===== src/source/truncate_pkg.sv =====
// word geometry constants, delay line sizing and the segmented cluster word type
`default_nettype none

package truncate_pkg;

  // ------------------------------
  // cluster word geometry
  // ------------------------------

  // total number of cluster flag bits latched in one word
  localparam int VPF_WIDTH = 128;

  // each segment truncates on its own, so this sets the carry length
  // of the subtract inside one segment register
  localparam int SEG_WIDTH = 16;

  // number of segments that make up the word
  localparam int NUM_SEGS = VPF_WIDTH / SEG_WIDTH;

  // segments are bundled into groups of this size in the keep chain
  // so that only one keep bit crosses from one group to the next
  localparam int KEEP_GROUP = 4;

  // ------------------------------
  // latch delay line
  // ------------------------------

  // stages in the programmable delay on the latch pulse
  localparam int DELAY_DEPTH = 16;

  // width of the tap select, enough to address every stage
  localparam int DELAY_SEL_WIDTH = 4;

  // ------------------------------
  // cluster word views
  // ------------------------------

  // the same bits are used as one flat vector at the ports and as an array
  // of segments inside the truncator, with segment 0 at the lsb end
  typedef union packed {
    logic [VPF_WIDTH-1:0]               flat;
    logic [NUM_SEGS-1:0][SEG_WIDTH-1:0] seg;
  } vpfs_t;

endpackage

`default_nettype wire


===== src/source/latch_delay.sv =====
// programmable delay line for the latch pulse with a registered load enable
`timescale 1ns/1ns
`default_nettype none

module latch_delay
  import truncate_pkg::*;
(
  input  logic                       clock,
  input  logic                       rst_n,
  input  logic                       latch_in,
  input  logic [DELAY_SEL_WIDTH-1:0] latch_delay,
  output logic                       latch_en
);

  // ------------------------------
  // shift register
  // ------------------------------

  // stage 0 holds latch_in delayed by one clock, and stage n holds it
  // delayed by n + 1 clocks
  logic [DELAY_DEPTH-1:0] delay_line;

  // the selected stage, before the output register
  logic delay_tap;

  // the pulse walks up one stage on every clock
  always_ff @(posedge clock) begin
    if (!rst_n) begin
      delay_line <= '0;
    end else begin
      delay_line <= {delay_line[DELAY_DEPTH-2:0], latch_in};
    end
  end

  // a select of zero still gives one clock of delay
  // which matches the tap numbering of a vendor shift register primitive
  assign delay_tap = delay_line[latch_delay];

  // ------------------------------
  // load enable register
  // ------------------------------

  // latch_en fans out to every segment register in the word
  // so the tap mux is kept out of that path by one more flop
  always_ff @(posedge clock) begin
    if (!rst_n) begin
      latch_en <= 1'b0;
    end else begin
      latch_en <= delay_tap;
    end
  end

  // a latch_in pulse at edge k shows up on latch_en right after
  // edge k + latch_delay + 1, and the segments load at the edge after that

endmodule

`default_nettype wire


===== src/source/cluster_segment.sv =====
// one segment register that either loads new clusters or drops its lowest set bit
`timescale 1ns/1ns
`default_nettype none

module cluster_segment
  import truncate_pkg::*;
(
  input  logic                 clock,
  input  logic                 rst_n,
  input  logic                 latch_en,
  input  logic [SEG_WIDTH-1:0] segment_in,
  input  logic                 keep,
  output logic [SEG_WIDTH-1:0] segment_q
);

  // ------------------------------
  // lowest set bit removal
  // ------------------------------

  // two's complement of the stored value
  // it matches segment_q up to and including the lowest set bit and is
  // inverted above it
  logic [SEG_WIDTH-1:0] segment_neg;

  // segment_q with the lowest set bit cleared, or unchanged when kept
  logic [SEG_WIDTH-1:0] segment_next;

  assign segment_neg = ~segment_q + 1'b1;

  // ~segment_neg has a zero at the lowest set bit and ones everywhere else
  // that segment_q has ones, so the and leaves all other bits in place
  // the position of the bit is never worked out, which keeps this path to
  // one short carry chain plus a gate
  // a high keep forces the mask to all ones so the segment holds
  // an empty segment stays empty since its negation is also zero
  assign segment_next = segment_q & ({SEG_WIDTH{keep}} | ~segment_neg);

  // ------------------------------
  // segment register
  // ------------------------------

  // a load wins over truncation, so a relatch mid drain simply
  // replaces whatever is left of the old word
  always_ff @(posedge clock) begin
    if (!rst_n) begin
      segment_q <= '0;
    end else if (latch_en) begin
      segment_q <= segment_in;
    end else begin
      segment_q <= segment_next;
    end
  end

endmodule

`default_nettype wire


===== src/source/segment_keep_chain.sv =====
// grouped prefix-OR over segment activity that selects which segments hold
`timescale 1ns/1ns
`default_nettype none

module segment_keep_chain
  import truncate_pkg::*;
(
  input  vpfs_t               segments,
  output logic [NUM_SEGS-1:0] segment_keep
);

  // ------------------------------
  // segment activity
  // ------------------------------

  // a segment is active while it still holds at least one cluster
  logic [NUM_SEGS-1:0] segment_active;

  always_comb begin
    for (int seg = 0; seg < NUM_SEGS; seg++) begin
      segment_active[seg] = |segments.seg[seg];
    end
  end

  // ------------------------------
  // grouped keep chain
  // ------------------------------

  // a segment must hold if any lower segment is still active
  // so only the lowest active segment loses a bit on a given clock
  // and the word as a whole drops exactly its lowest set bit
  //
  // the first group ORs its lower members directly
  // every later group starts from the keep bit of the previous group's
  // top segment plus that top segment's own activity, then adds its own
  // lower members, so only one bit ripples between groups
  // segment 0 has nothing below it and is never held
  always_comb begin
    logic group_carry;
    logic top_active;
    logic window;
    int   seg;

    group_carry  = 1'b0;
    top_active   = 1'b0;
    window       = 1'b0;
    seg          = 0;
    segment_keep = '0;

    for (int grp = 0; grp < NUM_SEGS / KEEP_GROUP; grp++) begin
      // the window restarts at every group boundary
      window = top_active;

      for (int mbr = 0; mbr < KEEP_GROUP; mbr++) begin
        seg               = grp * KEEP_GROUP + mbr;
        segment_keep[seg] = window | group_carry;
        window            = window | segment_active[seg];
      end

      // hand the top segment of this group over to the next one
      group_carry = segment_keep[grp * KEEP_GROUP + KEEP_GROUP - 1];
      top_active  = segment_active[grp * KEEP_GROUP + KEEP_GROUP - 1];
    end
  end

  // with all segments empty no keep bit is set, but every segment
  // then maps zero to zero, so the word stays cleared

endmodule

`default_nettype wire


===== src/source/truncate_clusters.sv =====
// cluster truncator top level with the latch delay, keep chain and segment array
`timescale 1ns/1ns
`default_nettype none

module truncate_clusters
  import truncate_pkg::*;
(
  input  logic                       clock,
  input  logic                       rst_n,
  input  logic                       latch_in,
  input  logic [DELAY_SEL_WIDTH-1:0] latch_delay,
  input  logic [VPF_WIDTH-1:0]       vpfs_in,
  output logic [VPF_WIDTH-1:0]       vpfs_out
);

  // segmented view of the incoming cluster flags
  vpfs_t vpfs_in_view;

  // the registered word, one slice per segment instance
  vpfs_t segment_q;

  // load enable from the delay line, high for one cycle per latch
  logic latch_en;

  // hold flags for each segment from the keep chain
  logic [NUM_SEGS-1:0] segment_keep;

  assign vpfs_in_view.flat = vpfs_in;

  // ------------------------------
  // latch timing
  // ------------------------------

  latch_delay latch_delay_inst (
    .clock       (clock),
    .rst_n       (rst_n),
    .latch_in    (latch_in),
    .latch_delay (latch_delay),
    .latch_en    (latch_en)
  );

  // ------------------------------
  // keep chain and segment array
  // ------------------------------

  // the chain looks at the registered word, so the choice of which
  // segment truncates is always made on the current contents
  segment_keep_chain segment_keep_chain_inst (
    .segments     (segment_q),
    .segment_keep (segment_keep)
  );

  for (genvar seg = 0; seg < NUM_SEGS; seg++) begin : gen_segment
    cluster_segment cluster_segment_inst (
      .clock      (clock),
      .rst_n      (rst_n),
      .latch_en   (latch_en),
      .segment_in (vpfs_in_view.seg[seg]),
      .keep       (segment_keep[seg]),
      .segment_q  (segment_q.seg[seg])
    );
  end

  // the downstream encoder sees the word straight from the registers
  assign vpfs_out = segment_q.flat;

endmodule

`default_nettype wire


===== config.mk =====
export PLATFORM = sky130hd
export DESIGN_NAME = truncate_clusters
export DESIGN_NICKNAME = d
export VERILOG_FILES = /design/src/source/truncate_pkg.sv /design/src/source/latch_delay.sv /design/src/source/cluster_segment.sv /design/src/source/segment_keep_chain.sv /design/src/source/truncate_clusters.sv
export SDC_FILE = /design/constraint.sdc
export NUM_CORES = 1
export LEC_CHECK = 0
export BUFFER_PORTS_ARGS = -buffer_cell sky130_fd_sc_hd__buf_2
export CORE_MARGIN = 2
export CORE_UTILIZATION = 35
export DETAILED_ROUTE_END_ITERATION = 16
export GPL_ROUTABILITY_DRIVEN = 0
export SYNTH_ARGS = -nofsm -noshare
export SYNTH_HDL_FRONTEND = slang
export SYNTH_HIERARCHICAL = 1
export SYNTH_SLANG_ARGS = --single-unit

===== constraint.sdc =====
create_clock -name clock -period 2.57 [get_ports clock]
set_input_delay 0.514 -clock clock [delete_from_list [all_inputs] [get_ports clock]]
set_output_delay 0.514 -clock clock [all_outputs]
set_load 0.005 [all_outputs]

==> flow_summary.yaml <==
timing:
  timing.slew.headroom_pct: 52.4
  worstMarginPinSlew_ns: 0.707
  rsz0062_at_grt: "yes"
  clock_skew_ns: 0.00940
  maxSlewViolCount: 0
  max_freq_ghz: 0.396
  final.setup.worst_slack_ns: 0.0424
  hold_viol: 0
  fin_crit_sh_pct: 98.4
  setup_viol: 0
  min_period_ns: 2.53
cts:
  post-cts-setup-buffer-count: 0
  clkLatencyLatePin_ns: 0.42
  cts_root_buffer: "clkbuf_16"
  clock_sinks: 145
  cts_hold_buf: 0
  clk_path_buf_depth: 2
  htree_levels: 4
  cts_tree: "done"
  clk_pin_slew_ns: 0.07
  cts-buffers-inserted: 17
floorplanning:
  die_area_um2: 21300
  die_h_um: 146
  pin_count: 263
  die-width_um: 146
  coreArea_um2: 19600
  initial_core_util_pct: 35.9
  rows: 51
cells_and_area:
  syn_to_final_growth_pct: 40.4
  nFillCells: 1938
  drive_gt1_share_pct: 38.8
  nNetsFinal: 1230
synth:
  synth_cells: 764
  seq_area_frac_synth_pct: 41.3
  syn-cell-area_um2: 7040
  syn-num-nets: 907
  ys.flop_type: "dfxtp_1"
  async_flop_share_pct: 0
  syn_avg_cell_area_um2: 9.21
  ys_ff_latch: 145
  ys_warn_count: 6
  yosysUniqueCellTypes: 43
  synth_edf_count: 0
setup_path:
  cpMostUsedCell: "or4_4"
  worst-setup-path-type: "flip-flop to flip-flop"
  slowest_delay_ns: 0.55
  crit_path_max_fanout: 7
  critical-path-top-delay-family: "simple AND/OR/NAND/NOR gates"
  crit_buf_inv: 0
  critPathLaunch: "gen_segment[3].cluster_segment_inst/segment_q[10]"
  end_kind: "flip-flop"
  cp_slowest_cell: "or4_4"
  arrival_ns: 2.83
  critPathLaunchType: "flip-flop"
  crit_path_cell_trace: "or4_4 > nor2_1 > and4_4 > nand2_2 > or4_4 > o311ai_1 > a21boi_1"
  r2r_start: "gen_segment[3].cluster_segment_inst/segment_q[10]"
  critical_path_required_ns: 2.87
pwr:
  irDropWorstVdd_uv: 431
  p_total_w: 0.00608
  p_per_area_nw_per_um2: 615
  leakage_nw: 4.38
worst_hold_path:
  hold_path.startpoint: "latch_in"
  min_path_type: "primary input to flip-flop"
grt:
  overflow: 0
  grt_pass1_wl_mm: 34.7
  grt_max_degree: 57
  track_usage_pct: 20.0
  antenna_found_initial: 2
  grt_pass1_vias: 6777
detailed_routing:
  vias: 7291
  totalWireLength_mm: 21.8
  drc: 0
  first_pass_iters: 5
  wl_per_cell_um: 16.0
  antenna_violating_nets_post_route: 0
  viasPerCell: 5.33
  drt_iter0_drc: 415
status:
  status: "finished, final reports clean"
flow_run:
  drv_cap: 0
placement:
  portBuffers: 262
  hpwl_mm: 16.7
  pre_cts_slack_ns: -0.0167
[power by group]
group | switching (W) | internal (W)
Sequential | 0.000121 | 0.00235
Combinational | 0.000583 | 0.000557
Clock | 0.00109 | 0.00138
Total | 0.00179 | 0.00429
[registers in the layout, indices dropped and copies added (netlist names)]
name / cells
gen_segment.cluster_segment_inst/segment_q: 128
latch_delay_inst/delay_line: 16
latch_delay_inst/latch_en: 1
[metal layers]
metal | part of all wire [%] | track usage (%) | vias to the layer above
li1 | - | - | 3595
met1 | 46 | 25.9 | 3458
met2 | 47 | 32.4 | 216
met3 | 6.0 | 5.45 | 22
met4 | 1.6 | 6.32 | 0
met5 | 0 | 0 | -
[cell families after synthesis]
family                   synth area share [%]
AND/OR/NAND/NOR                          28.0
adder cells (fa/ha/maj)                  1.42
buffers and inverters                    3.93
flip-flops                               41.3
other                                  0.0533
AO/OA/AOI/OAI                            22.8
multiplexers                             2.49
[path summary, 6_finish.rpt]
kind | cells past startpoint | slack [ns] | end
max | 7 | 0.04 | gen_segment[4].cluster_segment_inst/segment_q[7]
min | 2 | 0.30 | latch_delay_inst/delay_line[0]
max reg2reg | 7 | 0.04 | gen_segment[4].cluster_segment_inst/segment_q[7]
min reg2reg | 1 | 0.45 | latch_delay_inst/delay_line[14]
[cells in the mapped netlist (4+ instances only)]
cell type	number	area, um^2
nand3b_1	8	60.1
mux2i_1	4	40.0
nand3_1	36	180
mux2_2	8	90.1
o21ai_0	40	200
nor4_4	8	170
nand2b_1	17	106
nand2_1	81	304
o311ai_1	16	140
or3b_2	8	70.1
dfxtp_1	145	2900
nor2b_1	9	56.3
o211ai_1	17	128
a41oi_1	8	70.1
nor2_1	19	71.3
nand4b_1	8	70.1
clkbuf_1	25	93.8
inv_1	33	124
nor3b_1	8	60.1
and2_1	32	200
a21boi_0	32	240
nor4_1	43	269
o211a_1	8	80.1
a211o_1	8	70.1
ha_1	8	100
nand4_1	18	113
or3_1	8	50.1
a21boi_1	16	120
nor3_1	8	40.0
a32o_1	40	400
a22o_1	16	140
buf_2	8	40.0
or4_4	9	101
[what timing repair did]
item                       CTS  global route
gates resized for setup      2            19
pin swaps                    0             7
setup endpoints to repair    6            36
cloned                       0             0
[cell usage in the layout, fill, tap and decap left out, types with 18 or more instances in the layout]
master and n:
nand4_1 18, inv_1 33, nand3_1 34, dfxtp_1 144
nor4_1 34, buf_4 75, o21ai_0 40, nor2_1 19
buf_2 261, a32o_1 40, nand2_1 79, and2_1 32
a21boi_0 32
[final cells by class]
type / count / area [um^2] / share of cell area (%)
Multi-Input combinational cell: 551 / 3990 / 40.4
Sequential cell: 145 / 2910 / 29.4
Timing Repair Buffer: 339 / 1930 / 19.5
Clock buffer: 17 / 425 / 4.31
Tap cell: 265 / 332 / 3.36
Clock inverter: 15 / 166 / 1.68
Inverter: 33 / 124 / 1.25
Antenna cell: 2 / 5.00 / 0.0507
[through the flow]
step | instance area, um^2 | std cells | hold WS (ns) | setup TNS, ns | util (%)
after floorplan | 7040 | 764 | 0.424 | 0 | -
after detailed placement | 9150 | 1333 | 0.436 | -0.0173 | 46.7
after CTS | 9750 | 1365 | 0.275 | -0.0436 | 49.8
final | 9880 | 1367 | 0.300 | 0 | 50.4
after global routing | 9880 | 1366 | 0.286 | -0.0571 | 50.4
after global placement | 9150 | 1333 | 0.435 | -0.0272 | 46.7
(Power assumes the default switching activity.)
